### config.mk
export PLATFORM = sky130hd
export DESIGN_NAME = rv_exu
export DESIGN_NICKNAME = d
export VERILOG_FILES = /design/src/hdl/rv_pkg.sv /design/src/hdl/rv_exu.sv
export SDC_FILE = /design/constraint.sdc
export NUM_CORES = 1
export LEC_CHECK = 0
export BUFFER_PORTS_ARGS = -buffer_cell sky130_fd_sc_hd__buf_4
export CELL_PAD_IN_SITES_DETAIL_PLACEMENT = 1
export CELL_PAD_IN_SITES_GLOBAL_PLACEMENT = 1
export CORE_AREA = 4 4 134 264
export DETAILED_ROUTE_END_ITERATION = 8
export DIE_AREA = 0 0 138 268
export PLACE_DENSITY = 0.76
export SLEW_MARGIN = 10
export SYNTH_ARGS = -nofsm -noshare
export SYNTH_HDL_FRONTEND = slang
export SYNTH_SLANG_ARGS = --single-unit
### constraint.sdc
create_clock -name vclk -period 6.45
set_clock_uncertainty 0.1 [all_clocks]
set_input_delay 1.29 -clock vclk [all_inputs]
set_output_delay 1.29 -clock vclk [all_outputs]
set_load 0.01 [all_outputs]
### src/hdl/rv_pkg.sv
// shared types for the rv64i subset core; xlen is fixed at 64 and only the decoded subset exists
package rv_pkg;

  typedef logic [63:0] xlen_t;
  typedef logic [31:0] inst_t;
  typedef logic [4:0]  reg_idx_t;

  // execute operation, encodings kept from the older decoder
  typedef enum logic [3:0] {
    ALU_ADD      = 4'b0000,
    ALU_COPY_IMM = 4'b0011,
    ALU_EBREAK   = 4'b1110,
    ALU_ILLEGAL  = 4'b1111
  } alu_op_e;

  typedef enum logic {
    OPA_RS1 = 1'b0,
    OPA_PC  = 1'b1
  } opa_sel_e;

  typedef enum logic [1:0] {
    OPB_RS2  = 2'b00,
    OPB_IMM  = 2'b01,
    OPB_FOUR = 2'b10
  } opb_sel_e;

  // everything the decoder derives from one instruction
  typedef struct packed {
    reg_idx_t ra;
    reg_idx_t rb;
    reg_idx_t rd;
    xlen_t    imm;
    logic     wen;
    logic     is_store;
    opa_sel_e opa;
    opb_sel_e opb;
    alu_op_e  alu_op;
    logic     pc_jump;
    logic     pc_base_reg;
  } decode_t;

  // a0 is reported on halt
  localparam reg_idx_t EBREAK_A0 = 5'd10;

endpackage

### src/hdl/rv_exu.sv
// single-cycle execute; only add and immediate copy exist, other ops give zero
`timescale 1ns/100ps

module rv_exu (
  input  rv_pkg::decode_t i_dec,
  input  rv_pkg::xlen_t   i_pc,
  input  rv_pkg::xlen_t   i_rs1,
  input  rv_pkg::xlen_t   i_rs2,
  output rv_pkg::xlen_t   o_result,
  output rv_pkg::xlen_t   o_target
);

  import rv_pkg::*;

  xlen_t op_a;
  xlen_t op_b;
  xlen_t base;

  assign op_a = (i_dec.opa == OPA_PC) ? i_pc : i_rs1;

  always_comb begin
    case (i_dec.opb)
      OPB_RS2:  op_b = i_rs2;
      OPB_IMM:  op_b = i_dec.imm;
      OPB_FOUR: op_b = 64'd4;
      default:  op_b = '0;
    endcase
  end

  // jal and jalr land here as pc + 4 for the link
  always_comb begin
    case (i_dec.alu_op)
      ALU_ADD:      o_result = op_a + op_b;
      ALU_COPY_IMM: o_result = i_dec.imm;
      default:      o_result = '0;
    endcase
  end

  // jump target, jalr takes rs1 as its base
  assign base     = i_dec.pc_base_reg ? i_rs1 : op_a;
  assign o_target = base + i_dec.imm;

endmodule

* Word-level counts from Yosys, hierarchy flattened *
Cells that the tools add are included.

operators by class
  multiply operators = 0
  div/mod/pow operators = 0
  eq/ne operators = 3
  shift operators = 0
  reduce and logical (&&, ||, !) cells = 2
  bitwise gates (word level) = 0
  magnitude comparators = 0
  mux-type cells = 4
  $add $sub $neg = 2

operator list
  cell                number
  $pmux 64 s3         1
  $add 64x64->64      2
  $mux 64             2
  $pmux 64 s2         1
  $eq 4x2->1 const B  1
  $logic_not 4->1     1
  $eq 2x1->1 const B  1
  $eq 2x2->1 const B  1
  $logic_not 2->1     1

word-level totals
  memories = 0
  logic and storage cells = 11
  output and inout port bits = 128
  bits of input ports = 282
  ROM bits = 0
  RAM bits = 0
  register bits after elaboration = 0
  latch bits = 0

* Logic depth before layout (Yosys ltp) *
  depth in word-level cells = 4
  gate-level depth with buffers = 17

* Least setup slack after synthesis *
No wires, ideal clock.

  path type = input -> output
  from = input i_dec[8] (netlist name)
  to = output o_target[58]
  data arrival time = 5076 ps
  path slack = -16 ps
  buffers on the path = 3
  cell stages on the path = 16
  path through = clkbuf_1 clkbuf_1 mux2_2 mux2_2 ha_1 clkbuf_2 nand4_1 nor2_1 o21ai_1 a21o_1 a2111oi_0 nor2_1 o41a_1 a31o_2 o21ai_1 xor2_1

between the ends
  cells in the longest elaborated chain, start to end = 3

ends and longest elaborated chain
  item                line          source
  start: declaration  rv_exu.sv:5   input rv_pkg::decode_t i_dec,
  $mux 64             rv_exu.sv:19  assign op_a = (i_dec.opa == OPA_PC) ? i_pc : i_rs1;
  $mux 64             rv_exu.sv:40  assign base = i_dec.pc_base_reg ? i_rs1 : op_a;
  $add 64x64->64      rv_exu.sv:41  assign o_target = base + i_dec.imm;
  end: declaration    rv_exu.sv:10  output rv_pkg::xlen_t o_target

Every way passes these cells.

* Worst setup path after layout *
Same ends and word-level chain as after synthesis.

==> summary.txt <==
Route
  – Detail Route Antenna Nets: 0
  – Vias: 14500
  – Initial DRC count: 485
  – WL/cell: between 20 and 25 um
  – Remaining routing DRC violations: 0
  – DRT Pass-1 Iters: 5
  – Detailed-route wire length: around 60000 um
  – DR vias/cell: 5.72

Worst setup path
  – Crit-path cells: buf_12, buf_6, mux2_2, mux2_4, ha_4, nand4_1, nor2_2, o21ai_2, a21o_4, a2111oi_4, buf_4, nor2_1, o41a_1, a31o_4, o21ai_2, xor2_1, buf_4
  – Top delay family on crit path: compound AO/OA/AOI/OAI gates
  – Slowest-stage cell, CP: o41a_1
  – Startpoint types: primary input
  – Worst Setup SP: i_dec[8]
  – Req. time, crit path: 5.06 ns
  – CP Class: primary input to output port
  – Worst-path fanout max: 10
  – Crit path buf inv count: 4
  – Critical path endpoint category: output port
  – Worst EP arrival: about 5 ns
  – CP max stage delay: 0.43 ns

Timing
  – Hold Vio Cnt, Final: 0
  – Rel. slew slack: between 40% and 50%
  – Tmin final: 6.37 ns
  – Final period utilization: 98.8%
  – Final setup fails: 0
  – RSZ-0062 raised after global routing: true
  – Final Slew Violations: 0
  – Worst-Margin Slew: ~0.89 ns
  – Worst hold slack: 2.81 ns
  – Max Freq: 0.157 GHz

Synth
  – Mux cell area share after synthesis: 20.1%
  – Yosys warns: 0
  – Syn_nets: 1899
  – Sequential area share after synthesis: 0%
  – Synth Area in XOR/XNOR: 10.0%
  – Synth Area per Inst: about 7.1 um^2
  – Largest family of logic cells by synthesized area: compound AO/OA/AOI/OAI gates
  – Post-Syn Instances: 1489
  – Synth Area in Simple Gates: 18.7%
  – Synth Cell Area: 10500 um^2
  – Adder-Cell Fraction of Synth Area: 15.4%
  – Yosys cell types: 74
  – Complex-gate fraction of the synthesized area: 30.8%

Job
  – Maximum Capacitance Violations: 0

Power and ir drop
  – Pleak: around 8.1 nW
  – VDD IR-drop max: 0.0714 mV
  – Power density cells: 135 nW/um^2

Floorplanning
  – FP Rows: 95
  – Die area: ~37000 um^2
  – Core Box Area: between 30000 and 40000 um^2
  – Die Y: 268 um
  – Width of the die: 138 um
  – Ports: 410
  – Initial core utilization: 31.3%

Worst hold path
  – Worst min-delay path startpoint: i_dec[24]
  – Hold Path Class: primary input to output port

Cells and area
  – NumNets Final: 2512
  – Fill cells: 4296
  – Post-Route Utilization: approximately half
  – Post-route cell area: 16600 um^2
  – Register area: 0 um^2
  – Seq_cells: 0
  – Share of layout cells above drive strength 1: 44.1%
  – Area growth syn-to-layout: 57.8%
  – Clk_buf instances: 0

Placement
  – DP Area: between 15000 and 20000 um^2
  – Routability Congestion: around 1
  – Port-buffer cells: 392
  – HPWL after detailed placement: 51700 um

Global route
  – Gr ovfl total: 0
  – Global-route wire length before repair: 87700 um
  – All-Layer GR Usage: 29.6%
  – Largest net degree at the start of global routing: 65
  – Antenna violations before repair: 1
  – Vias in the first global route: 16000

Status
  – Run status: finished, final reports clean
-- area by class of cell --
cell class / instances / area, um^2 / area share [%]
antenna: 1 / 2.50 / 0.0151
inverter: 36 / 135 / 0.816
multi-input combinational: 1362 / 10500 / 63.2
tap: 436 / 546 / 3.29
timing repair buffer: 702 / 5400 / 32.6
-- final timing paths --
check | to | slack, ns | cells past startpoint
max | o_target[58] | 0.08 | 17
min | o_result[13] | 2.81 | 4
-- kinds of logic (layout without fill, tap and decap cells) --
logic type	Yosys count	in the layout
XOR/XNOR	120	120
AO/OA/AOI/OAI	501	501
adder cells (fa/ha/maj)	128	128
buffers and inverters	127	738
multiplexers	195	195
other	0	1
AND/OR/NAND/NOR	418	418
-- placed cells by master, fill, tap and decap left out, types with 51 or more instances in the layout --
| master | netlist | layout |
|---|---|---|
| nand2_1 | 139 | 137 |
| mux2i_1 | 70 | 69 |
| mux2_2 | 125 | 114 |
| xnor2_1 | 69 | 69 |
| o21ai_0 | 119 | 102 |
| nor2_1 | 123 | 122 |
| ha_1 | 126 | 110 |
| a21oi_1 | 138 | 124 |
| buf_4 | 3 | 688 |
| a21o_1 | 80 | 79 |
| xor2_1 | 51 | 51 |
-- where the power goes --
| part | internal [mW] | total, mW | switching (mW) |
|---|---|---|---|
| combinational | 1.07 | 2.23 | 1.16 |
| clock | 0.0000000208 | 0.0000000208 | 0 |
| sequential | 0 | 0 | 0 |
-- through the flow --
step	cells	setup slack, ns	TNS, ns	total power [mW]
6_report	2537	0.0782	0	2.23
5_1_grt	2537	-0.0278	-0.0653	2.38
4_1_cts	2531	0.0122	0	2.16
3_5_place_dp	2529	-0.480	-5.36	2.12
3_3_place_gp	2529	-0.453	-3.67	2.08
2_1_floorplan	1489	0.00360	0	1.06
-- Yosys cell counts (all sizes together) (5+ instances only) --
cell / instances / area [um^2]
a221oi: 9 / 78.8
clkbuf: 80 / 305
a21boi: 5 / 37.5
nor3b: 7 / 52.6
nor2b: 14 / 87.6
mux2: 125 / 1410
xnor2: 69 / 604
nand2b: 6 / 37.5
a31o: 6 / 52.6
buf: 9 / 62.6
and2: 8 / 51.3
o21ai: 126 / 631
nand3: 19 / 95.1
nor4: 11 / 83.8
or2: 7 / 43.8
nor3: 16 / 80.1
a211oi: 13 / 103
nor2: 123 / 462
o21bai: 27 / 203
o31ai: 16 / 153
xor2: 51 / 447
nand4: 41 / 257
a22o: 7 / 61.3
a21o: 81 / 609
mux2i: 70 / 701
ha: 126 / 1580
a21oi: 139 / 699
o21a: 17 / 128
nand2: 141 / 534
a211o: 5 / 43.8
a31oi: 16 / 100
inv: 36 / 135
and3: 11 / 70.1
-- tightest hold or removal path, stage by stage --
cell     delay (ns)
buf_4          0.10
nand2_1        0.04
o21ai_0        0.07
buf_4          0.12
-- timing repair --
| item | CTS | global route |
|---|---|---|
| endpoints found under the setup margin | 41 | 35 |
| pin swaps | 9 | 22 |
| cloned | 1 | 0 |
| resized for setup | 37 | 85 |
| buffers inserted | 1 | 5 |
| hold buffers | 0 | 0 |
-- layer usage --
metal / GRT usage, % / wire length (um) / vias to the layer above
li1: - / - / 6764
met1: 25.4 / 18800 / 7017
met2: 60.8 / 33800 / 501
met3: 2.64 / 1830 / 222
met4: 23.3 / 5660 / 0
met5: 0 / 0 / -
Power figures use the tool's default switching activity.
