`src/hdl/rv_pkg.sv`:
```
// shared types for the rv64i subset core; xlen is fixed at 64 and only the decoded subset exists
package rv_pkg;

  typedef logic [63:0] xlen_t;
  typedef logic [31:0] inst_t;
  typedef logic [4:0]  reg_idx_t;

  // execute operation, encodings kept from the older decoder
  typedef enum logic [3:0] {
    ALU_ADD      = 4'b0000,
    ALU_COPY_IMM = 4'b0011,
    ALU_EBREAK   = 4'b1110,
    ALU_ILLEGAL  = 4'b1111
  } alu_op_e;

  typedef enum logic {
    OPA_RS1 = 1'b0,
    OPA_PC  = 1'b1
  } opa_sel_e;

  typedef enum logic [1:0] {
    OPB_RS2  = 2'b00,
    OPB_IMM  = 2'b01,
    OPB_FOUR = 2'b10
  } opb_sel_e;

  // everything the decoder derives from one instruction
  typedef struct packed {
    reg_idx_t ra;
    reg_idx_t rb;
    reg_idx_t rd;
    xlen_t    imm;
    logic     wen;
    logic     is_store;
    opa_sel_e opa;
    opb_sel_e opb;
    alu_op_e  alu_op;
    logic     pc_jump;
    logic     pc_base_reg;
  } decode_t;

  // a0 is reported on halt
  localparam reg_idx_t EBREAK_A0 = 5'd10;

endpackage

```
`src/hdl/rv_regfile.sv`:
```
// 31 general registers plus a zero x0; reads are combinational and see the value before a same-cycle write
`timescale 1ns/100ps

module rv_regfile (
  input  logic             i_clk,
  input  logic             i_rst_n,
  input  rv_pkg::reg_idx_t i_ra,
  input  rv_pkg::reg_idx_t i_rb,
  input  logic             i_wen,
  input  rv_pkg::reg_idx_t i_rd,
  input  rv_pkg::xlen_t    i_wdata,
  output rv_pkg::xlen_t    o_rdata_a,
  output rv_pkg::xlen_t    o_rdata_b,
  output rv_pkg::xlen_t    o_a0
);

  import rv_pkg::*;

  // x0 has no storage
  xlen_t regs [1:31];

  always_ff @(posedge i_clk or negedge i_rst_n) begin
    if (!i_rst_n) begin
      for (int i = 1; i < 32; i++) begin
        regs[i] <= '0;
      end
    end else if (i_wen && (i_rd != '0)) begin
      regs[i_rd] <= i_wdata;
    end
  end

  assign o_rdata_a = (i_ra == '0) ? '0 : regs[i_ra];
  assign o_rdata_b = (i_rb == '0) ? '0 : regs[i_rb];

  assign o_a0 = regs[EBREAK_A0];

endmodule

```
`config.mk`:
```
export PLATFORM = sky130hd
export DESIGN_NAME = rv_regfile
export DESIGN_NICKNAME = d
export VERILOG_FILES = /design/src/hdl/rv_pkg.sv /design/src/hdl/rv_regfile.sv
export SDC_FILE = /design/constraint.sdc
export NUM_CORES = 2
export LEC_CHECK = 0
export BUFFER_PORTS_ARGS = -buffer_cell sky130_fd_sc_hd__buf_2
export CORE_MARGIN = 5
export CORE_UTILIZATION = 50
export DETAILED_ROUTE_END_ITERATION = 10
export GPL_ROUTABILITY_DRIVEN = 0
export PLACE_DENSITY = 0.76
export RECOVER_POWER = 100
export SLEW_MARGIN = 20
export SYNTH_ARGS = -nofsm -noshare
export SYNTH_HDL_FRONTEND = slang
export SYNTH_SLANG_ARGS = --single-unit
```
`constraint.sdc`:
```
create_clock -name i_clk -period 1.6 [get_ports i_clk]
set_input_delay 0.08 -clock i_clk [delete_from_list [all_inputs] [get_ports i_clk]]
set_output_delay 0.08 -clock i_clk [all_outputs]
set_load 0.02 [all_outputs]
```
# --- After elaboration in Yosys (flattened, before gate mapping) ---
# Cells that the tools add are included.
op_classes:
  bitwise_logic: 3
  magnitude_cmp: 4
  n_mux: 11
  reduce_logical: 5
op_table:
  columns: ["cell", "count"]
  rows:
  - ["$bwmux 1984", 1]
  - ["$bmux 64 s5", 2]
  - ["$mux 64", 7]
  - ["$demux 64 s5", 1]
  - ["$ge 6x6->1 const B", 3]
  - ["$not 5->6", 3]
  - ["$logic_not 5->1", 2]
  - ["$lt 6x1->1 const B", 1]
  - ["$reduce_bool 5->1", 1]
  - ["$logic_and 1x1->1", 2]
totals:
  elab_cells: 54
  register_bits: 1984

# --- Logic depth before layout (Yosys ltp) ---
depth:
  ltp_word: 6
  mapped_depth: 10
  ltp_nobuf: 5

# --- Worst setup path before layout ---
# No wires, ideal clock.
synth_timing:
  path_type: "input-to-output"
  from: "input port i_rb[1]"
  to: "output port o_rdata_b[5]"
  t_required_ps: 1520
  path_buffers: 4
  setup_slack_ps: -357
  arrival_time_ps: 1877
  cell_stages: 8
  path_cell_list: "buf_2 buf_2 buf_2 buf_1 mux4_2 mux2_2 o211ai_1 o21ai_0"
synth_between:
  elab_chain_len: 5
synth_rtl:
  columns: ["item", "line_no", "text"]
  rows:
  - ["start, declared", "rv_regfile.sv:8", "input rv_pkg::reg_idx_t i_rb,"]
  - ["$not 5->6 (implied by the code)", "rv_regfile.sv:33", "assign o_rdata_b = (i_rb == '0) ? '0 : regs[i_rb];"]
  - ["$bmux 64 s5", "rv_regfile.sv:33", null]
  - ["$mux 64 (implied by the code) (2 in series)", "rv_regfile.sv:33", null]
  - ["$mux 64 (*)", "rv_regfile.sv:33", null]
  - ["end, declared", "rv_regfile.sv:13", "output rv_pkg::xlen_t o_rdata_b,"]
# Every way passes the cells marked *; elsewhere a longest branch is shown, timed or not. The select of a mux whose other input is x is not followed.

# --- Worst setup path after layout ---
layout_timing:
  from: "register regs[415] in the netlist's numbering"
  to: "output port o_rdata_b[31]"
layout_between:
  elab_chain_len: 4
layout_rtl:
  columns: ["item", "line_no", "text"]
  rows:
  - ["start, declared", "rv_regfile.sv:20", "xlen_t regs [1:31];"]
  - ["start signal, assigned by index", "rv_regfile.sv:28", "regs[i_rd] <= i_wdata;"]
  - ["$bmux 64 s5", "rv_regfile.sv:33", null]
  - ["$mux 64 (implied by the code) (2 in series)", "rv_regfile.sv:33", null]
  - ["$mux 64", "rv_regfile.sv:33", null]
# Every way passes these cells. The select of a mux whose other input is x is not followed.

==> metrics.txt <==
status finished, violations left; failing checks negative setup slack; Top Ports ~270; Final WS setup -1.24 ns; Yosys cell types 44; full die area 0.224 mm2; post-route DRC violation count 0; row count 170; Pwr Density approximately 1200 mW/mm2; top cells by area, synth dfrtp_1, mux2_2, mux4_2; layout cells sized above 1 around three fifths; Synth-to-Final Area Change 26.1%; Max Fanout on Critical Path 2; via count ~80000; Slew HR under 10%; CP endpoint kind output pin; Post-synth top cells mux2_2, dfrtp_1, mux4_2, mux2i_1, clkbuf_1; Root Driver clkbuf_16; Initial DRT Pass Iterations 7; H-tree lvl count 4; CP max-delay cell mux4_2; Gate Count Post-Synth 7513; Data arrival, critical path between 2 and 3 ns; #FFs+latches synth 1984; maximum vdd drop around 1.3 mV; sequential power share 41.6%; Gate power share 26.9%; CP Buf/Inv Count 2; Largest stage delay, worst path 0.47 ns; Placed Area 0.125 mm2; drt wl/cell 32.1 um; total gr overflow 0; Crit Path Category flop to output pin; Tcrit/Tclk final 177%; clock skew 0 ns; max-cap check violation count 0; class of the worst hold path input pin to flop; clk_lat worst skew 0.86 ns; Slew @ Worst Pin 1.35 ns; clock sinks a little under 2000; Worst EP required 1.52 ns; first-pass GRT wire length 562 mm; critical path cell sequence mux4_2, mux2_4, o211ai_1, buf_4, o21ai_4, buf_6; Syn Area/Cell 14.3 um2; post-synthesis sequential area ratio 46.3%; design area ~0.14 mm2; synthesized net count 7595; via/cell ratio 6.72; number of antenna violations at the first check in global routing 11; TritonCTS clock tree yes; Startpoint Class flop; Int Power approximately 120 mW; total CTS buffers 208; DRT iter0 DRCs 8921; largest net degree at the start of global routing 92; final setup vio count 2745; I/O Buffers 273; sw frac 28.8%; Antenna Violating Nets Remaining 0; final core occ 63.2%; final WL 380 mm; Post-synth EDFFs 0; total leakage power 60.8 nW; delay-heaviest family, CP multiplexers; Clk network pwr share 31.5%; Slew Viols, Final 0; area leader, netlist dfrtp_1; Peak Freq 0.352 GHz; Post-Syn Area 0.107 mm2; chip width 473 um; maximum clock path buffer count 3; # fillers 14965; Total GRT Usage 33.6%; Nets 8913; ys async rst share 100%; Synth Warn # 0; vias in the first global route 83542; Tmin final 2.84 ns; Die Y 473 um; Post-synth top flop dfrtp_1; Core Footprint 0.214 mm2; Psw 46.7 mW; top-count cell post-synth mux2_2; initial core utilization 50.1%; HPWL after DPL 252 mm; Synth top area share 46.3%; final hold vios 0; clock-pin slew on the worst setup and hold paths 0.06 ns; RSZ-0062 raised after global routing true
==> cells in the final DEF (no fill, tap or decap), types with 10 or more instances in the layout <==
cell | synthesis | layout
a21oi_1 | 121 | 94
a21oi_2 | 0 | 25
a221oi_1 | 119 | 94
a221oi_2 | 1 | 23
a22oi_1 | 75 | 72
a31oi_1 | 68 | 57
buf_12 | 0 | 309
buf_2 | 251 | 84
buf_4 | 105 | 1136
buf_6 | 15 | 259
buf_8 | 0 | 21
bufinv_16 | 0 | 17
clkbuf_1 | 446 | 58
clkbuf_16 | 0 | 213
clkbuf_2 | 0 | 34
clkbuf_4 | 0 | 30
clkbuf_8 | 0 | 68
clkinv_2 | 0 | 36
dfrtp_1 | 1984 | 1974
dfrtp_2 | 0 | 10
dlygate4sd3_1 | 0 | 73
mux2_2 | 2178 | 2140
mux2_4 | 6 | 44
mux2i_1 | 458 | 449
mux4_2 | 748 | 748
nand2_1 | 253 | 230
nand2_2 | 1 | 18
nand3_1 | 19 | 18
nor2_1 | 98 | 87
nor2_2 | 7 | 13
nor2b_1 | 121 | 97
nor2b_2 | 0 | 18
nor3_1 | 88 | 80
o211ai_1 | 79 | 79
o21ai_0 | 105 | 36
o21ai_2 | 0 | 56
o221ai_2 | 0 | 12
o32a_1 | 18 | 18
or3_4 | 0 | 15
==> worst reg2reg max path, stage by stage, from the launching register on <==
cell and delay [ns]:
dfrtp_1 0.42, buf_6 0.14, buf_4 0.12, buf_4 0.12, mux2_2 0.27
==> registers in the layout, indices dropped and copies added (netlist names) <==
name	count
regs	1920
o_a0	64
==> what timing repair did <==
item | CTS | global route
setup endpoints to repair | 180 | 1210
resized for setup | 488 | 184
setup buffers | 95 | 48
hold endpoints to repair | 3968 | 0
pin swaps | 149 | 116
hold buffers | 78 | 0
==> worst paths after layout <==
path,start,end,slack [ns],cells past startpoint
worst min-delay path,i_rd[4],regs[842],0.05,7
min in group asynchronous,i_rst_n,regs[483],0.74,3
worst max register to register,o_a0[17],o_a0[17],0.41,4
worst min register to register,regs[1649],regs[1649],0.52,1
worst max-delay path,regs[415],o_rdata_b[31],-1.24,6
max in group asynchronous,i_rst_n,regs[1737],-0.43,5
==> power groups by stage <==
stage / logic [mW] / clock network [mW] / registers (mW)
6_report: 43.6 / 51.2 / 67.6
5_1_grt: 46.2 / 53.5 / 68.4
4_1_cts: 42.6 / 51.5 / 67.0
3_5_place_dp: 39.8 / 0 / 67.8
3_3_place_gp: 38.4 / 0 / 66.8
2_1_floorplan: 25.7 / 0 / 65.4
==> metrics by stage <==
| stage | setup TNS, ns | hold WS [ns] | worst slack (ns) | power, mW | instances |
|---|---|---|---|---|---|
| after CTS | -179.51 | 0.00196 | -1.26 | 161 | 11814 |
| after global placement | -225.92 | 0.0336 | -0.997 | 105 | 11283 |
| after floorplan | -6.36 | -0.216 | -0.106 | 91.1 | 7513 |
| final | -472.83 | 0.0499 | -1.24 | 162 | 11850 |
| after detailed placement | -290.33 | 0.0354 | -0.974 | 108 | 11283 |
| after global routing | -615.94 | 0.0474 | -1.26 | 168 | 11843 |
==> final cells by class <==
class / count / area (um2) / share of cell area, %
multi-input cells: 4662 / 55000 / 40.7
flip-flops and latches: 1984 / 49700 / 36.7
repair buffers: 1974 / 19700 / 14.6
clock buffers: 311 / 6300 / 4.66
well taps: 2838 / 3550 / 2.63
clock inverters: 71 / 913 / 0.676
diodes: 9 / 22.5 / 0.0167
inverters: 1 / 6.26 / 0.00463
==> cell families after synthesis <==
| family | Yosys count | share of synthesized area, % |
|---|---|---|
| buffers and inverters | 867 | 3.80 |
| AO/OA/AOI/OAI | 651 | 4.19 |
| multiplexers | 3391 | 43.0 |
| flip-flops | 1984 | 46.3 |
| AND/OR/NAND/NOR | 620 | 2.68 |
==> metal layers <==
layer | wire [um] | vias to the layer above | share of wire [%] | GRT usage, %
met5 | 45 | - | 0.012 | 0
met3 | 39100 | 1441 | 10 | 7.89
li1 | - | 31344 | - | -
met2 | 175000 | 5107 | 46 | 51.9
met4 | 29000 | 8 | 7.6 | 20.8
met1 | 137000 | 41716 | 36 | 43.1
Power figures use the tool's default switching activity.
