File: config.mk
export PLATFORM = sky130hd
export DESIGN_NAME = rv_ifu
export DESIGN_NICKNAME = d
export VERILOG_FILES = /design/src/hdl/rv_pkg.sv /design/src/hdl/rv_ifu.sv
export SDC_FILE = /design/constraint.sdc
export NUM_CORES = 1
export LEC_CHECK = 0
export BUFFER_PORTS_ARGS = -buffer_cell sky130_fd_sc_hd__buf_2
export CAP_MARGIN = 40
export CELL_PAD_IN_SITES_DETAIL_PLACEMENT = 1
export CELL_PAD_IN_SITES_GLOBAL_PLACEMENT = 1
export CORE_MARGIN = 2
export CORE_UTILIZATION = 36
export CTS_BUF_LIST = sky130_fd_sc_hd__clkbuf_8
export DETAILED_ROUTE_END_ITERATION = 10
export PLACE_DENSITY_LB_ADDON = 0.1
export SYNTH_ARGS = -nofsm -noshare
export SYNTH_HDL_FRONTEND = slang
export SYNTH_SLANG_ARGS = --single-unit
File: constraint.sdc
create_clock -name i_clk -period 6 [get_ports i_clk]
set_clock_uncertainty 0.1 [all_clocks]
set_input_delay 0.6 -clock i_clk [delete_from_list [all_inputs] [get_ports i_clk]]
set_output_delay 0.6 -clock i_clk [all_outputs]
set_load 0.03 [all_outputs]
File: src/hdl/rv_pkg.sv
// shared types for the rv64i subset core; xlen is fixed at 64 and only the decoded subset exists
package rv_pkg;

  typedef logic [63:0] xlen_t;
  typedef logic [31:0] inst_t;
  typedef logic [4:0]  reg_idx_t;

  // execute operation, encodings kept from the older decoder
  typedef enum logic [3:0] {
    ALU_ADD      = 4'b0000,
    ALU_COPY_IMM = 4'b0011,
    ALU_EBREAK   = 4'b1110,
    ALU_ILLEGAL  = 4'b1111
  } alu_op_e;

  typedef enum logic {
    OPA_RS1 = 1'b0,
    OPA_PC  = 1'b1
  } opa_sel_e;

  typedef enum logic [1:0] {
    OPB_RS2  = 2'b00,
    OPB_IMM  = 2'b01,
    OPB_FOUR = 2'b10
  } opb_sel_e;

  // everything the decoder derives from one instruction
  typedef struct packed {
    reg_idx_t ra;
    reg_idx_t rb;
    reg_idx_t rd;
    xlen_t    imm;
    logic     wen;
    logic     is_store;
    opa_sel_e opa;
    opb_sel_e opb;
    alu_op_e  alu_op;
    logic     pc_jump;
    logic     pc_base_reg;
  } decode_t;

  // a0 is reported on halt
  localparam reg_idx_t EBREAK_A0 = 5'd10;

endpackage

File: src/hdl/rv_ifu.sv
// pc and halt state; the pc stays on the halting instruction and only reset restarts the core
`timescale 1ns/100ps

module rv_ifu #(
  parameter rv_pkg::xlen_t RESET_PC = '0
) (
  input  logic            i_clk,
  input  logic            i_rst_n,
  input  rv_pkg::decode_t i_dec,
  input  rv_pkg::xlen_t   i_target,
  input  rv_pkg::xlen_t   i_a0,
  output rv_pkg::xlen_t   o_pc,
  output logic            o_run,
  output logic            o_halt,
  output logic            o_halt_illegal,
  output rv_pkg::xlen_t   o_halt_a0
);

  import rv_pkg::*;

  typedef enum logic {
    RUNNING = 1'b0,
    HALTED  = 1'b1
  } halt_state_e;

  halt_state_e state;
  xlen_t       pc;
  xlen_t       next_pc;
  logic        stop;

  assign stop = (i_dec.alu_op == ALU_EBREAK) || (i_dec.alu_op == ALU_ILLEGAL);

  always_comb begin
    if (!i_dec.pc_jump) begin
      next_pc = pc + 64'd4;
    end else if (i_dec.pc_base_reg) begin
      next_pc = {i_target[63:1], 1'b0};
    end else begin
      next_pc = i_target;
    end
  end

  always_ff @(posedge i_clk or negedge i_rst_n) begin
    if (!i_rst_n) begin
      state          <= RUNNING;
      pc             <= RESET_PC;
      o_halt_illegal <= 1'b0;
    end else if (state == RUNNING) begin
      if (stop) begin
        state          <= HALTED;
        o_halt_illegal <= (i_dec.alu_op == ALU_ILLEGAL);
      end else begin
        pc <= next_pc;
      end
    end
  end

  // a0 as it stood before the halting instruction
  always_ff @(posedge i_clk) begin
    if ((state == RUNNING) && stop) begin
      o_halt_a0 <= i_a0;
    end
  end

  assign o_pc   = pc;
  // no writes or stores while reset is held
  assign o_run  = (state == RUNNING) && i_rst_n;
  assign o_halt = (state == HALTED);

endmodule

# After elaboration in Yosys (flattened, before gate mapping)
# Cells that the tools add are included.
totals:
  ff_bits: 130
  inputBits: 220
  output_inout_bits: 131
  elab_cells: 18
op_classes:
  add_sub_neg: 1
  n_eq_ne: 2
  muxes: 4
  bitwise_logic: 2
  reduce_logical: 5
ops:
  columns: ["cell", "count"]
  rows:
  - ["$add 64x3->64 const B", 1]
  - ["$mux 64", 1]
  - ["$eq 4x4->1 const B", 2]
  - ["$reduce_and 2->1", 2]
  - ["$mux 1", 3]
  - ["$logic_and 1x1->1", 2]
  - ["$not 1->1", 2]
  - ["$logic_or 1x1->1", 1]

# Logic depth before layout (Yosys ltp)
logic_depth:
  depth_word: 4
  ltp_mapped: 9
  depth_no_buf: 7

# Least setup slack after synthesis
# Ideal clock, no wire load.
synth_path:
  kind: "input port to flip-flop"
  startpoint: "in i_dec[4] (netlist bit)"
  endpoint: "reg o_halt_illegal"
  setup_time_ps: 128
  t_arrival_ps: 3892
  t_required_ps: 5772
  setup_slack_ps: 1880
  path_stages: 3
  path_buffers: 0
  path_cell_list: "nand3_1 nor2_1 mux2_2"
synth_between:
  elab_chain_len: 3
  word_cells_on_any_way: 4
  cone_classes: "eq/ne: 2; reduce/logical: 2"
synth_rtl:
  columns: ["item", "line_no", "rtl"]
  rows:
  - ["from (decl)", "rv_ifu.sv:9", "input rv_pkg::decode_t i_dec,"]
  - ["$eq 4x4->1, on equally long branches", "rv_ifu.sv:31, rv_ifu.sv:51", null]
  - ["$logic_or 1x1->1", "rv_ifu.sv:31", "assign stop = (i_dec.alu_op == ALU_EBREAK) || (i_dec.alu_op == ALU_ILLEGAL);"]
  - ["$reduce_and 2->1 (no line)", null, null]
  - ["to (signal assigned)", "rv_ifu.sv:51", "o_halt_illegal <= (i_dec.alu_op == ALU_ILLEGAL);"]
  - ["to (decl)", "rv_ifu.sv:15", "output logic o_halt_illegal,"]
# Several ways; a longest one is shown, not always the timed one.
# A chain may end at the register's enable or synchronous reset.

# Final worst setup path
layout_path:
  startpoint: "reg pc[17], in the netlist o_pc[17]"
  endpoint: "reg pc[63], in the netlist o_pc[63]"
layout_between:
  elab_chain_len: 2
layout_rtl:
  columns: ["item", "line_no", "rtl"]
  rows:
  - ["from (decl)", "rv_ifu.sv:27", "xlen_t pc;"]
  - ["from (signal assigned)", "rv_ifu.sv:53", "pc <= next_pc;"]
  - ["$add 64x3->64", "rv_ifu.sv:35", "next_pc = pc + 64'd4;"]
  - ["$mux 64", "rv_ifu.sv:34", "if (!i_dec.pc_jump) begin"]
# Every way passes these cells.

==> metrics.txt <==
total core area=17300 um^2; number of fill cells=2039; final worst path period share=43.21%; FMAX=0.3857 GHz; sequential element share of the synthesized area=56.20%; post-route antenna net violation count=0; Synth Cell Area=6359 um^2; Tmin final=2593 ps; CP endpoint kind=flop; I/O pins=351; Buffers on Ports=266; share of cells above drive strength 1=37.93%; post-route cell area=8298 um^2; GPL Wtd Cong=0.8256; die height=136.9 um; Routed WL per cell=20.61 um; maximum vdd drop=0.1723 mV; TritonCTS buffer count=17; placed inst area=7914 um^2; vias per std cell=5.463; GRT Total Usage=24.24%; P_leak=3.504 nW; Area Growth Syn to Fin=30.50%; Final Hold Vio Count=0; Post-Route WL=22.78 mm; H-tree depth=4; Worst setup SP type=flop; total die area=18740 um^2; Crit path required time=6280 ps; actual slew at the worst max-slew pin=866.0 ps; CTS Buffer Depth=2; Residual DRC=0; largest net degree at the start of global routing=49; Clock Sinks=130; CTS tree=done; initial core utilization=36.76%; crit path launch=o_pc[17]$_DFFE_PN0P_; Initial DRC Count=302; CTS Root Cell=clkbuf_8; async set-or-reset flop fraction in the synthesized netlist=50.77%; TritonRoute pass-1 iters=4; Worst R2R Start=o_pc[17]$_DFFE_PN0P_; max cap viols=0; final-report setup violation count=0; vias=6037; row count=48; initial antenna violation count=3; CP Class=flop to flop; Die X=136.9 um; register bit total from synthesis=130; Synth top area share=30.22%; count of cell types in the netlist=65; area leader, netlist=edfxtp_1; count of warnings emitted by yosys=0; final layout net count=1086; # Post-CTS Setup Buffers=0; Synth Area per Inst=10.44 um^2; RSZ-0062 raised after global routing=no; EDFF count, synth=64; post_cts resized=0; Clock Latency Late Sink=450 ps; R2R setup slack=3410 ps; synthesized net count=830; Hold Worst Slack=67.54 ps; Hold Buf Count CTS=0; reg2reg path depth=6; Worst Path Arrival=2870 ps; Slew Viols, Final=0; placed wire-length estimate=16.89 mm; vias in the first global route=6053; final core occ=47.97%; CP Max Fanout=9; Area contributors post-synth=edfxtp_1 (30%), dfrtp_1 (26%), a21oi_1 (4.0%); Final TNS setup=0 ps; Reg clk slew, reported paths=90 ps; r2r endpoint=o_pc[63]$_DFFE_PN0P_; crit path to=o_pc[63]$_DFFE_PN0P_; cells after synthesis=609; outcome=finished clean; power per standard cell area=328.3 nW/um^2; global-route wire length before repair=34.42 mm; total global routing overflow=0; Synth Flop Type=dfrtp_1; slew margin rel.=42.26%; Worst Hold Class=input pin to async pin
-- where the power goes --
group          total, mW  internal [mW]  leakage [nW]  switching, mW
combinational      0.749          0.239          2.00          0.509
clock              0.724          0.308         0.190          0.416
sequential          1.25           1.05          1.32          0.199
-- cell families after synthesis --
logic type / after synthesis / synth area share (%)
compound gates: 172 / 16.73
fa+ha+maj: 1 / 0.1967
buf+inv: 47 / 3.188
flops: 130 / 56.20
mux: 8 / 1.318
simple gates: 251 / 22.37
-- routing by layer --
layer	wire length [um]	vias to the layer above	global-route usage [%]
met4	306	2	6.873
met1	9490	2936	30.90
met5	8	-	0
met3	2071	23	7.667
met2	10900	232	39.72
li1	-	2844	-
-- through the flow --
stage               power [mW]  setup WS [ps]  cells
floorplan                1.713           1880    609
global placement         1.991           3076   1069
detailed placement       2.020           3048   1071
CTS                      2.757           3394   1103
global route             2.878           3243   1104
finish                   2.724           3407   1105
-- how the worst min path moves through the flow --
stage / to / startpoint / depth (start not counted) / slack [ps]
CTS: o_pc[14]$_DFFE_PN0P_ / i_rst_n / 2 / 70
finish: o_pc[47]$_DFFE_PN0P_ / i_rst_n / 2 / 70
detailed placement: o_pc[0]$_DFFE_PN0P_ / o_pc[0]$_DFFE_PN0P_ / 2 / 370
global route: o_pc[14]$_DFFE_PN0P_ / i_rst_n / 2 / 60
floorplan: o_halt$_DFF_PN0_ / i_rst_n / 0 / 200
global placement: o_pc[0]$_DFFE_PN0P_ / o_pc[0]$_DFFE_PN0P_ / 2 / 370
-- worst max-delay path, stage by stage (launching register included) --
cell	delay (ps)
dfrtp_1	540
and4_1	280
and4_1	450
nand4_1	280
nor4_1	420
mux2_1	360
nor2_1	90
-- final cells by class --
cell class                      count  area (um^2)  area share, %
Tap cell                          225        281.5          3.393
Multi-Input combinational cell    432         2605          31.39
Clock buffer                       17        234.0          2.820
Antenna cell                        2        5.005        0.06031
Timing Repair Buffer              274         1416          17.07
Sequential cell                   130         3573          43.06
Clock inverter                     15        145.1          1.749
Inverter                           10        37.54         0.4524
-- flip-flops by register name, summed over array words and instances (netlist names) --
signal / cells
o_halt_a0: 64
o_pc: 64
o_halt: 1
o_halt_illegal: 1
-- layout by cell type, fill, tap and decap left out, drive strengths merged, types with 3 or more instances in the layout --
master / n
a211oi: 4
nor4: 14
o22ai: 12
nand2: 56
nand3: 42
a31oi: 10
nor3: 21
o2bb2ai: 5
and4: 4
edfxtp: 64
mux2: 3
and3: 17
or3: 8
a22oi: 7
or2: 3
a21o: 5
o211ai: 5
o22a: 4
dfrtp: 66
mux2i: 5
a21oi: 51
clkbuf: 17
nor2b: 5
o21ai: 45
inv: 19
a2bb2oi: 6
clkinv: 4
nor2: 46
nand4: 20
or4: 3
buf: 274
and2: 5
-- synth_stat cells, types with 4 or more instances --
library cell	n
a2bb2oi_1	6
nor3_1	17
or3_1	7
nand4_1	15
a31oi_1	10
a21oi_1	51
o22a_1	4
dfrtp_1	66
o211ai_1	5
o21ai_0	41
a22oi_1	7
nor2_1	45
nand3_1	40
clkbuf_1	30
nand4_2	4
edfxtp_1	64
and2_1	5
o2bb2ai_1	5
a211oi_1	4
inv_1	10
o21ai_1	4
and4_1	4
mux2i_1	5
nor2b_1	5
nand2_1	56
a21o_1	5
nor4_1	11
and3_1	17
o22ai_1	12
No activity file was read; power rests on OpenSTA's default activity.
