## config.mk

```make
export PLATFORM = sky130hd
export DESIGN_NAME = rv_idu
export DESIGN_NICKNAME = d
export VERILOG_FILES = /design/src/hdl/rv_pkg.sv /design/src/hdl/rv_idu.sv
export SDC_FILE = /design/constraint.sdc
export NUM_CORES = 1
export LEC_CHECK = 0
export ABC_AREA = 1
export ABC_CLOCK_PERIOD_IN_PS = 3900
export BUFFER_PORTS_ARGS = -buffer_cell sky130_fd_sc_hd__buf_2
export CORE_UTILIZATION = 37
export DETAILED_ROUTE_END_ITERATION = 8
export GPL_TIMING_DRIVEN = 0
export PLACE_DENSITY = 0.91
export SLEW_MARGIN = 10
export SYNTH_ARGS = -nofsm -noshare
export SYNTH_HDL_FRONTEND = slang
export SYNTH_SLANG_ARGS = --single-unit
```

## constraint.sdc

```tcl
create_clock -name vclk -period 3.9
set_clock_uncertainty 0.05 [all_clocks]
set_input_delay 0.78 -clock vclk [all_inputs]
set_output_delay 0.78 -clock vclk [all_outputs]
set_load 0.01 [all_outputs]
```

## src/hdl/rv_pkg.sv

```systemverilog
// shared types for the rv64i subset core; xlen is fixed at 64 and only the decoded subset exists
package rv_pkg;

  typedef logic [63:0] xlen_t;
  typedef logic [31:0] inst_t;
  typedef logic [4:0]  reg_idx_t;

  // execute operation, encodings kept from the older decoder
  typedef enum logic [3:0] {
    ALU_ADD      = 4'b0000,
    ALU_COPY_IMM = 4'b0011,
    ALU_EBREAK   = 4'b1110,
    ALU_ILLEGAL  = 4'b1111
  } alu_op_e;

  typedef enum logic {
    OPA_RS1 = 1'b0,
    OPA_PC  = 1'b1
  } opa_sel_e;

  typedef enum logic [1:0] {
    OPB_RS2  = 2'b00,
    OPB_IMM  = 2'b01,
    OPB_FOUR = 2'b10
  } opb_sel_e;

  // everything the decoder derives from one instruction
  typedef struct packed {
    reg_idx_t ra;
    reg_idx_t rb;
    reg_idx_t rd;
    xlen_t    imm;
    logic     wen;
    logic     is_store;
    opa_sel_e opa;
    opb_sel_e opb;
    alu_op_e  alu_op;
    logic     pc_jump;
    logic     pc_base_reg;
  } decode_t;

  // a0 is reported on halt
  localparam reg_idx_t EBREAK_A0 = 5'd10;

endpackage

```

## src/hdl/rv_idu.sv

```systemverilog
// decodes lui, auipc, jal, jalr, addi, sd and ebreak only; any other encoding comes out as ALU_ILLEGAL
`timescale 1ns/100ps

module rv_idu (
  input  rv_pkg::inst_t   i_inst,
  output rv_pkg::decode_t o_dec
);

  import rv_pkg::*;

  localparam logic [6:0] OP_LUI    = 7'b0110111;
  localparam logic [6:0] OP_AUIPC  = 7'b0010111;
  localparam logic [6:0] OP_JAL    = 7'b1101111;
  localparam logic [6:0] OP_JALR   = 7'b1100111;
  localparam logic [6:0] OP_IMM    = 7'b0010011;
  localparam logic [6:0] OP_SYSTEM = 7'b1110011;
  localparam logic [6:0] OP_STORE  = 7'b0100011;

  logic [6:0] opcode;
  logic [2:0] funct3;

  assign opcode = i_inst[6:0];
  assign funct3 = i_inst[14:12];

  // immediates, all sign extended
  xlen_t imm_i;
  xlen_t imm_u;
  xlen_t imm_s;
  xlen_t imm_b;
  xlen_t imm_j;

  assign imm_i = {{52{i_inst[31]}}, i_inst[31:20]};
  assign imm_u = {{32{i_inst[31]}}, i_inst[31:12], 12'b0};
  assign imm_s = {{52{i_inst[31]}}, i_inst[31:25], i_inst[11:7]};
  assign imm_b = {{52{i_inst[31]}}, i_inst[7], i_inst[30:25], i_inst[11:8], 1'b0};
  assign imm_j = {{44{i_inst[31]}}, i_inst[19:12], i_inst[20], i_inst[30:21], 1'b0};

  logic inst_lui;
  logic inst_auipc;
  logic inst_jal;
  logic inst_jalr;
  logic inst_addi;
  logic inst_ebreak;
  logic inst_sd;

  assign inst_lui    = (opcode == OP_LUI);
  assign inst_auipc  = (opcode == OP_AUIPC);
  assign inst_jal    = (opcode == OP_JAL);
  assign inst_jalr   = (opcode == OP_JALR) & (funct3 == 3'b000);
  assign inst_addi   = (opcode == OP_IMM) & (funct3 == 3'b000);
  // only the exact ebreak word, ecall and the rest of system stay illegal
  assign inst_ebreak = (opcode == OP_SYSTEM) & (i_inst[31:7] == 25'h0002000);
  assign inst_sd     = (opcode == OP_STORE) & (funct3 == 3'b011);

  // r and b types reserved, nothing decodes to them yet
  logic type_r;
  logic type_i;
  logic type_u;
  logic type_s;
  logic type_b;
  logic type_j;
  logic [5:0] inst_type;

  assign type_r    = 1'b0;
  assign type_i    = inst_addi | inst_ebreak | inst_jalr;
  assign type_u    = inst_lui | inst_auipc;
  assign type_s    = inst_sd;
  assign type_b    = 1'b0;
  assign type_j    = inst_jal;
  assign inst_type = {type_r, type_i, type_u, type_s, type_b, type_j};

  xlen_t   imm;
  alu_op_e alu_op;
  logic    alu_copy;
  logic    alu_plus;

  always_comb begin
    case (inst_type)
      6'b010000: imm = imm_i;
      6'b001000: imm = imm_u;
      6'b000100: imm = imm_s;
      6'b000010: imm = imm_b;
      6'b000001: imm = imm_j;
      default:   imm = '0;
    endcase
  end

  assign alu_copy = inst_lui;
  assign alu_plus = inst_auipc | inst_jal | inst_jalr | inst_addi | inst_sd;

  always_comb begin
    case ({alu_copy, alu_plus, inst_ebreak})
      3'b100:  alu_op = ALU_COPY_IMM;
      3'b010:  alu_op = ALU_ADD;
      3'b001:  alu_op = ALU_EBREAK;
      default: alu_op = ALU_ILLEGAL;
    endcase
  end

  always_comb begin
    o_dec.ra       = i_inst[19:15];
    o_dec.rb       = i_inst[24:20];
    o_dec.rd       = i_inst[11:7];
    o_dec.imm      = imm;
    o_dec.alu_op   = alu_op;
    // ebreak writes nothing
    o_dec.wen      = (type_r | type_i | type_u | type_j) & ~inst_ebreak;
    o_dec.is_store = inst_sd;
    // link and auipc work from the pc
    o_dec.opa      = (inst_jal | inst_auipc | inst_jalr) ? OPA_PC : OPA_RS1;
    if (inst_jal | inst_jalr) begin
      o_dec.opb = OPB_FOUR;
    end else if (type_i | type_u | type_s | type_b) begin
      o_dec.opb = OPB_IMM;
    end else begin
      o_dec.opb = OPB_RS2;
    end
    o_dec.pc_jump     = inst_jal | inst_jalr;
    o_dec.pc_base_reg = inst_jalr;
  end

endmodule

```

# Yosys cells after proc, flatten, opt, wreduce, memory -nomap -nowiden
# Index checks and enable logic that the tools add are counted.
dict set report op_classes {
  bitwise_logic 17
  mux 5
  reduce_logical 1
  n_eq_ne 16
}
# operator count
set ops {}
lappend ops {{$pmux 64 s4} 1}
lappend ops {{$eq 25x14->1 const B} 1}
lappend ops {{$eq 7x7->1 const B} 3}
lappend ops {{$eq 7x5->1 const B} 2}
lappend ops {{$eq 7x6->1 const B} 2}
lappend ops {{$pmux 4 s3} 1}
lappend ops {{$or 1x1->1} 11}
lappend ops {{$eq 3x2->1 const B} 2}
lappend ops {{$and 1x1->1} 5}
lappend ops {{$eq 4x1->1 const B} 1}
lappend ops {{$eq 4x2->1 const B} 1}
lappend ops {{$eq 4x3->1 const B} 1}
lappend ops {{$eq 4x4->1 const B} 1}
lappend ops {{$eq 3x1->1 const B} 1}
lappend ops {{$eq 3x3->1 const B} 1}
lappend ops {{$logic_not 3->1} 1}
lappend ops {{$mux 1} 2}
lappend ops {{$mux 2} 1}
lappend ops {{$not 1->1} 1}
dict set report word_totals {
  output_inout_bits 90
  elab_cells 39
  reg_bits 0
  inputBits 32
}

# Depth between registers and ports, before layout
# Gate-level depths: netlist (run 1).
dict set report depth {
  word_depth 8
  ltp_mapped 10
  ltp_nobuf 9
}

# Least setup slack after synthesis (run 1)
# OpenSTA, ideal clock, no wires.
dict set report synth_path {
  path_type {input to output}
  start {in i_inst[3]}
  end {out o_dec[43] (netlist bit)}
  t_arrival_ns 2.949
  n_path_buf 1
  slack_ns 0.121
  path_stages 10
  required_ns 3.070
  path_cell_list {inv_1 -> nand2_1 -> nor2_2 -> inv_2 -> nor3_4 -> inv_2 -> nand2_1 -> nor2_1 -> nor2_1 -> buf_4}
}
# item line_no
set synth_rtl {}
lappend synth_rtl {{start, declared} rv_idu.sv:5} ;# input rv_pkg::inst_t i_inst,
lappend synth_rtl {{end, declared} rv_idu.sv:6} ;# output rv_pkg::decode_t o_dec

==> out/metrics.yaml, run 1 <==
setup_path:
  start_kind: "input port"
  worstSetupEndpointType: "primary output"
  critPathMaxFanout: 28
  required_ps: 3070
  worstSetupPathType: "in -> out"
  arrival_ps: 2500
timing:
  hold_viol_final: 0
  slew_headroom_pct: 72.31
  period_minus_slack_ps: 3332
  final-setup-viol-count: 0
  postLayoutSetupSlackWorst_ps: 567.6
  maxSlewViolCount: 0
  worstMarginPinSlew_ps: 414.0
  grt_setup_unrepaired: "false"
  whs_ps: 1799
  max_freq_mhz: 300.1
  final.period_utilization_pct: 85.45
cts:
  cts_setup_buffers: 0
  cts_hold_repair.buffers: 0
  postCtsResizedCells: 0
detailed_routing:
  firstDrtPassIters: 6
  vias: 1606
  drcViolationCount: 9
  drt_wl_total_um: 3517
  vias_per_cell: 4.306
  drt_iter0_markers: 104
  drt-wirelength-per-cell_um: 9.429
  drtAntennaViolNets: 0
cells_and_area:
  regArea_um2: 0
  nets: 376
  num-clock-buffers: 0
  fillCellCount: 271
  synthToLayoutAreaGrowth_pct: 58.25
  flops_and_latches: 0
  antenna_cells: 0
  drive_gt1_share_pct: 57.02
grt:
  first_global_vias: 1284
  grt_max_degree: 29
  grt_pass1_wl_um: 5257
  grt-ovfl-total: 0
  grtUsageTotal_pct: 19.17
  antenna_found_initial: 0
logic_synthesis:
  syn_inst: 219
  yosysTopAreaCell: "buf_4"
  post-synth-top-area-fraction_pct: 33.44
  synth_cell_type_count: 18
  syn_area_mm2: 0.001145
  yosysWarnings: 0
  synth_nets: 251
  synth.most_common_cell: "nand2_1"
  synth_common_cells: "nand2_1 (73), buf_4 (51), inv_1 (37), nor2_1 (26), nand3_2 (10)"
  synth-seq-area-share_pct: 0
  avgSynthCellArea_um2: 5.228
  synth_area_leaders: "buf_4 (33%), nand2_1 (24%), inv_1 (12%)"
floorplan:
  die_w_um: 57.63
  rows: 19
  fp.dieArea_mm2: 0.003321
  die_h_um: 57.63
  core_area_mm2: 0.002853
  initial_core_util_pct: 40.13
  ios: 122
power_and_ir_drop:
  power_w: 0.00008779
  cellLeakagePower_nw: 1.525
  p_per_area_mw_per_mm2: 48.45
  ir_worst_vdd_v: 0.00002701
run_status:
  status: "finished with violations"
  violations: "DRC"
placement:
  gp_congestion: 0.8487
  dp_worst_setup_slack_ps: 553.7
  port_buffers: 122
  dp_hpwl_um: 3037
run:
  cap_violations: 0
hold_path:
  min_path_type: "in -> out"
[worst max-delay path: stages]
cell and delay (ps):
buf_2 110, inv_1 60, nand2_1 60, nor2_2 140, inv_2 60, nor3_4 330, inv_2 80, nand2_1 100
nor2_1 70, nor2_2 240, buf_8 230, buf_4 130, buf_2 120
[stage by stage]
step / cells / area [um^2] / setup TNS [ps] / util, %
2_1_floorplan: 219 / 1145 / 0 / -
3_5_place_dp: 373 / 1812 / 0 / 63.51
3_3_place_gp: 372 / 1794 / -12530 / 62.89
6_report: 373 / 1812 / 0 / 63.51
4_1_cts: 373 / 1812 / 0 / 63.51
5_1_grt: 373 / 1812 / 0 / 63.51
[power by group]
| group | switching (W) | internal, W |
|---|---|---|
| sequential | 0 | 0 |
| clock | 0 | 0 |
| combinational | 0.0000448 | 0.0000430 |
| total | 0.0000448 | 0.0000430 |
[logic make-up (layout without fill, tap and decap cells)]
| family | Yosys count | after routing | share of synthesized area, % |
|---|---|---|---|
| AND/OR/NAND/NOR | 123 | 123 | 49.51 |
| buffers and inverters | 93 | 216 | 48.52 |
| AO/OA/AOI/OAI | 3 | 3 | 1.967 |
[routing by layer]
metal | part of all wire [%] | GRT usage, % | vias up
li1 | - | - | 844
met1 | 39 | 20.98 | 697
met2 | 53 | 40.70 | 63
met3 | 7.0 | 1.786 | 2
met4 | 0.34 | 0.6969 | 0
met5 | 0 | 0 | -
[final timing paths]
path	cells after the start	start	endpoint
min	3	i_inst[7]	o_dec[75]
max	13	i_inst[3]	o_dec[57]
[cells in the final DEF, fill, tap and decap left out]
| cell | synthesis | routed |
|---|---|---|
| nand4_2 | 1 | 1 |
| clkbuf_1 | 1 | 1 |
| nor2_1 | 26 | 25 |
| inv_1 | 37 | 37 |
| nand2_2 | 1 | 1 |
| buf_6 | 2 | 2 |
| a31oi_1 | 1 | 1 |
| nand2_1 | 73 | 73 |
| nor3_4 | 1 | 1 |
| o21ai_0 | 1 | 1 |
| nand3_2 | 10 | 10 |
| nand3_1 | 7 | 7 |
| buf_4 | 51 | 51 |
| inv_2 | 2 | 2 |
| buf_8 | 0 | 1 |
| buf_2 | 0 | 122 |
| nand4_1 | 1 | 1 |
| o21bai_2 | 1 | 1 |
| nor2_2 | 2 | 3 |
| nor4_1 | 1 | 1 |
[area by class of cell]
type	count	area (um^2)	area share, %
multi-input combinational	126	591.8	32.67
timing repair buffer	123	625.6	34.53
tap	31	38.79	2.141
inverter	39	146.4	8.080
buffer	54	409.1	22.58
Note: power is estimated with default switching activity, not from simulation.
==> run 2, diff against run 1 <==
Settings changed: CELL_PAD_IN_SITES_DETAIL_PLACEMENT set to 0, CELL_PAD_IN_SITES_GLOBAL_PLACEMENT set to 1, CORE_MARGIN set to 4, CORE_UTILIZATION 37 to 21, PLACE_DENSITY 0.91 to 0.9.
==> out/metrics.yaml, run 2 (synthesis gave the netlist of run 1 again) <==
setup_path:
  arrival_ps: 2630  # +130 ps
  required_ps: 3070  # about the same
  path_cells: "buf_2, inv_1, nand2_1, nor2_2, inv_2, nor3_4, inv_2, nand2_1, nor2_1, nor2_2, buf_8, buf_4, buf_2"
  cp_slowest_cell: "nor2_2"
  crit_buf_inv: 7  # unchanged
  critPathMaxFanout: 23  # -18%
  worstSetupPathType: "in -> out"
  cpPeakStageDelay_ps: 350  # +20 ps
  cp_top_family: "simple AND/OR/NAND/NOR gates"
  crit_start: "i_inst[3]"
  start_kind: "input port"
  worstSetupEndpointType: "primary output"
floorplan:
  die_w_um: 81.84  # +42%
  die_h_um: 81.84  # +42%
  initial_core_util_pct: 22.00  # -18 points
  rows: 26  # +7
  ios: 122  # unchanged
  fp.dieArea_mm2: 0.006697  # +100%
  core_area_mm2: 0.005205  # +82%
cells_and_area:
  most-common-layout-cells: "buf_2 (122), nand2_1 (73), buf_4 (51)"
  antenna_cells: 0  # unchanged
  flops_and_latches: 0  # unchanged
  regArea_um2: 0  # unchanged
  synthToLayoutAreaGrowth_pct: 62.51
  nets: 376  # unchanged
  final_area_mm2: 0.001861  # +2.7%
  final_cell_count_no_fill: 412  # +10%
  num-clock-buffers: 0  # unchanged
  fillCellCount: 601  # +120%
  layout_commonest_cell: "buf_2"
  drive_gt1_share_pct: 57.02  # unchanged
hold_path:
  min-delay-start: "i_inst[7]"
  min_path_type: "in -> out"
placement:
  dp.cells: 412  # +10%
  port_buffers: 122  # unchanged
  dp_hpwl_um: 3475  # +14%
  place_area_mm2: 0.001861  # +2.7%
  gp_congestion: 0.7550  # -11%
timing:
  hold_viol_final: 0  # unchanged
  slew_headroom_pct: 70.51  # -1.8 points
  grt_setup_unrepaired: "false"
  max_freq_mhz: 289.3  # -3.6%
  maxSlewViolCount: 0  # unchanged
  final-setup-viol-count: 0  # unchanged
  final.period_utilization_pct: 88.64  # +3.2 points
  period_minus_slack_ps: 3457  # +124.5 ps
  worstMarginPinSlew_ps: 441.8  # +27.82 ps
cts:
  postCtsResizedCells: 0  # unchanged
  cts_hold_repair.buffers: 0  # unchanged
  cts_setup_buffers: 0  # unchanged
detailed_routing:
  drt-wirelength-per-cell_um: 9.553  # +1.3%
  drtAntennaViolNets: 0  # unchanged
  drcViolationCount: 0  # -9
  firstDrtPassIters: 4  # -2
  vias_per_cell: 3.733  # -13%
  vias: 1538  # -4.2%
  drt_iter0_markers: 28  # -73%
  drt_wl_total_um: 3936  # +12%
run_status:
  status: "complete, no violations"
grt:
  grt-ovfl-total: 0  # unchanged
  grt_max_degree: 24  # -17%
  grtUsageTotal_pct: 10.32  # -8.8 points
  antenna_found_initial: 0  # unchanged
  grt_pass1_wl_um: 5809  # +11%
  first_global_vias: 1356  # +5.6%
run:
  cap_violations: 0  # unchanged
power_and_ir_drop:
  p_per_area_mw_per_mm2: 47.25  # -2.5%
  ir_worst_vdd_v: 0.00002271  # -16%
  cellLeakagePower_nw: 1.525  # unchanged
[run 2: cell counts in the layout (fill, tap and decap cells not counted)]
No cell type changed its count.
[run 2: worst min-delay path, stage by stage]
cell and delay (ps):
buf_2 90, buf_4 90, buf_2 110
[run 2: power by group]
group,switching [W],internal (W)
combinational,0.0000449,0.0000430
sequential,0,0
clock,0,0
total,0.0000449,0.0000430
[run 2: per-layer routing]
layer  part of all wire (%)  track usage [%]  vias to the layer above
met1                     40            12.03                      634
li1                       -                -                      841
met2                     50            20.76                       63
met5                      0                0                        -
met4                      0                0                        0
met3                     10            1.425                        0
[run 2: worst paths after layout]
check	end	slack (ps)	cells past startpoint
hold / removal	o_dec[75]	1810	3
setup / recovery	o_dec[74]	440	13
[run 2: area by class of cell]
cell class | instances | area, um^2 | area share (%)
Buffer | 54 | 409.1 | 21.99
Inverter | 39 | 146.4 | 7.868
Multi-Input combinational cell | 126 | 591.8 | 31.81
Tap cell | 70 | 87.58 | 4.707
Timing Repair Buffer | 123 | 625.6 | 33.62
[run 2: per-stage QoR]
step | total power (W) | hold WS (ps) | worst slack, ps | util (%) | setup TNS, ps
detailed placement | 0.00008905 | 1805 | 373.5 | 35.75 | 0
global route | 0.00009862 | 1827 | 180.3 | 35.75 | 0
floorplan | 0.00004609 | 1602 | 121.1 | - | 0
global placement | 0.00008793 | 1808 | -501.2 | 35.41 | -16370
finish | 0.00008790 | 1806 | 443.1 | 35.75 | 0
CTS | 0.00008944 | 1807 | 366.9 | 35.75 | 0
==> run 3, diff against run 2 <==
Settings changed: ABC_AREA 1 to 0, CORE_UTILIZATION 21 to 22, PLACE_DENSITY 0.9 to 0.91, RECOVER_POWER set to 50.
==> out/metrics.yaml, run 3 <==
run_status:
  status: "complete, no violations"
grt:
  antenna_found_initial: 0  # unchanged
  first_global_vias: 1383  # +2.0%
  grt_max_degree: 34  # +42%
  grt-ovfl-total: 0  # unchanged
  grt_pass1_wl_um: 6727  # +16%
  grtUsageTotal_pct: 12.97  # +2.6 points
setup_path:
  start_kind: "input port"
  required_ps: 3070  # about the same
  arrival_ps: 2870  # +240 ps
  worstSetupEndpointType: "primary output"
  critPathMaxFanout: 33  # +43%
  worstSetupPathType: "in -> out"
cells_and_area:
  regArea_um2: 0  # unchanged
  drive_gt1_share_pct: 54.96  # -2.1 points
  flops_and_latches: 0  # unchanged
  most-common-layout-cells: "buf_2 (88), buf_4 (51), clkbuf_1 (38)"
  nets: 296  # -21%
  num-clock-buffers: 0  # unchanged
  antenna_cells: 0  # unchanged
  utilization_pct: 36.81  # +1.1 points
  fillCellCount: 525  # -13%
  layout_commonest_cell: "buf_2"
  synthToLayoutAreaGrowth_pct: 56.80
floorplan:
  die_w_um: 77.33  # -5.5%
  die_h_um: 77.33  # -5.5%
  rows: 24  # -7.7%
  core_area_mm2: 0.004504  # -13%
  fp.dieArea_mm2: 0.005979  # -11%
  initial_core_util_pct: 23.47  # +1.5 points
  ios: 122  # unchanged
logic_synthesis:
  yosysWarnings: 0  # unchanged
  yosysTopAreaCell: "buf_4"
  syn_area_mm2: 0.001057  # -7.7%
  avgSynthCellArea_um2: 7.552  # +44%
  synth_cell_type_count: 41  # +23
  synth-seq-area-share_pct: 0  # unchanged
  synth_area_leaders: "buf_4 (36%), a21o_1 (13%), a21boi_0 (4.3%)"
  synth_nets: 172  # -31%
  syn_inst: 140  # -36%
  synth_common_cells: "buf_4 (51), a21o_1 (19), a21boi_0 (6), nand2_1 (5), a22o_1 (4)"
  synth.most_common_cell: "buf_4"
  post-synth-top-area-fraction_pct: 36.21  # +2.8 points
hold_path:
  whs_endpoint: "o_dec[29]"
  min-delay-start: "i_inst[18]"
  hold_depth: 3  # unchanged
  min_path_type: "in -> out"
run:
  cap_violations: 0  # unchanged
power_and_ir_drop:
  power_switching_w: 0.00004458  # -0.67%
  comb_power_share_pct: 100.0  # about the same
  p_int_w: 0.00004087  # -5.0%
  p_per_area_mw_per_mm2: 51.55  # +9.1%
  cellLeakagePower_nw: 1.134  # -26%
  seqPwrFrac_pct: 0  # unchanged
  p_clk_share_pct: 0  # unchanged
  ir_worst_vdd_v: 0.00002490  # +9.6%
  switching_share_pct: 52.17  # +1.1 points
timing:
  period_minus_slack_ps: 3698  # +241.2 ps
  slew_headroom_pct: 52.09  # -18 points
  postLayoutSetupSlackWorst_ps: 201.9  # -241.2 ps
  maxSlewViolCount: 0  # unchanged
  final-setup-viol-count: 0  # unchanged
  final.period_utilization_pct: 94.82  # +6.2 points
  grt_setup_unrepaired: "false"
  max_freq_mhz: 270.4  # -6.5%
  worstMarginPinSlew_ps: 712.1  # +270.3 ps
  hold_viol_final: 0  # unchanged
placement:
  gp_congestion: 0.8120  # +7.5%
  dp_hpwl_um: 3528  # +1.5%
  dp_worst_setup_slack_ps: -167.1  # -540.6 ps
  port_buffers: 122  # unchanged
detailed_routing:
  vias: 1390  # -9.6%
  vias_per_cell: 4.427  # +19%
  drt-wirelength-per-cell_um: 13.28  # +39%
  drt_iter0_markers: 26  # -7.1%
  drcViolationCount: 0  # unchanged
  firstDrtPassIters: 4  # unchanged
  drtAntennaViolNets: 0  # unchanged
  drt_wl_total_um: 4169  # +5.9%
cts:
  cts_hold_repair.buffers: 0  # unchanged
  postCtsResizedCells: 1  # +1
  cts_setup_buffers: 0  # unchanged
run 3: changes by cell type after synthesis, moves of 5 or more:
cell,delta
nand2_1,-68
nand3_2,-10
inv_1,-35
nor2_1,-23
nand3_1,-5
a21boi_0,+6
a21o_1,+19
run 3: power by group through the flow:
stage	logic (W)	clock network (W)	registers (W)
2_1_floorplan	0.0000425	0	0
3_3_place_gp	0.0000893	0	0
3_5_place_dp	0.0000903	0	0
4_1_cts	0.0000906	0	0
5_1_grt	0.0000941	0	0
6_report	0.0000855	0	0
run 3: how the worst max path moves through the flow:
stage	from	end	cells after the start
after floorplan	i_inst[4]	o_dec[43]	5
final	i_inst[4]	o_dec[47]	7
after global routing	i_inst[4]	o_dec[55]	7
after CTS	i_inst[4]	o_dec[47]	7
after detailed placement	i_inst[4]	o_dec[55]	7
after global placement	i_inst[4]	o_dec[46]	7
run 3: layout make-up:
| cell class | count | area [um^2] | area share [%] |
|---|---|---|---|
| Timing Repair Buffer | 122 | 568.0 | 34.26 |
| Buffer | 56 | 409.1 | 24.68 |
| Tap cell | 52 | 65.06 | 3.925 |
| Inverter | 3 | 11.26 | 0.6792 |
| Multi-Input combinational cell | 81 | 604.3 | 36.45 |
run 3: stage by stage:
step | hold WS, ps | total power, W | instances | setup TNS [ps] | instance area, um^2
3_5_place_dp | 1812 | 0.00009033 | 314 | -5119 | 1733
3_3_place_gp | 1811 | 0.00008931 | 314 | -3335 | 1733
4_1_cts | 1813 | 0.00009060 | 314 | 0 | 1734
2_1_floorplan | 1602 | 0.00004254 | 140 | 0 | 1057
5_1_grt | 1850 | 0.00009412 | 314 | 0 | 1658
6_report | 1821 | 0.00008546 | 314 | 0 | 1658
run 3: worst max-delay path, cell delays in order:
cell       delay (ps)
buf_2             130
inv_1              60
or4_1             560
a2111oi_4         450
o31a_2            560
buf_4             200
buf_2             120
run 3: layer usage:
| metal | vias up | wire length, um | track usage [%] |
|---|---|---|---|
| li1 | 708 | - | - |
| met3 | 0 | 460 | 3.513 |
| met5 | - | 0 | 0 |
| met4 | 0 | 0 | 0 |
| met2 | 85 | 1845 | 22.71 |
| met1 | 597 | 1864 | 16.88 |
run 3: cell families (layout without fill, tap and decap cells):
family                 after synthesis  after routing  share of synthesized area, %
buffers and inverters               59            181                         39.88
AOI/OAI and AO/OA                   43             43                         35.27
and+or+nand+nor                     38             38                         24.85
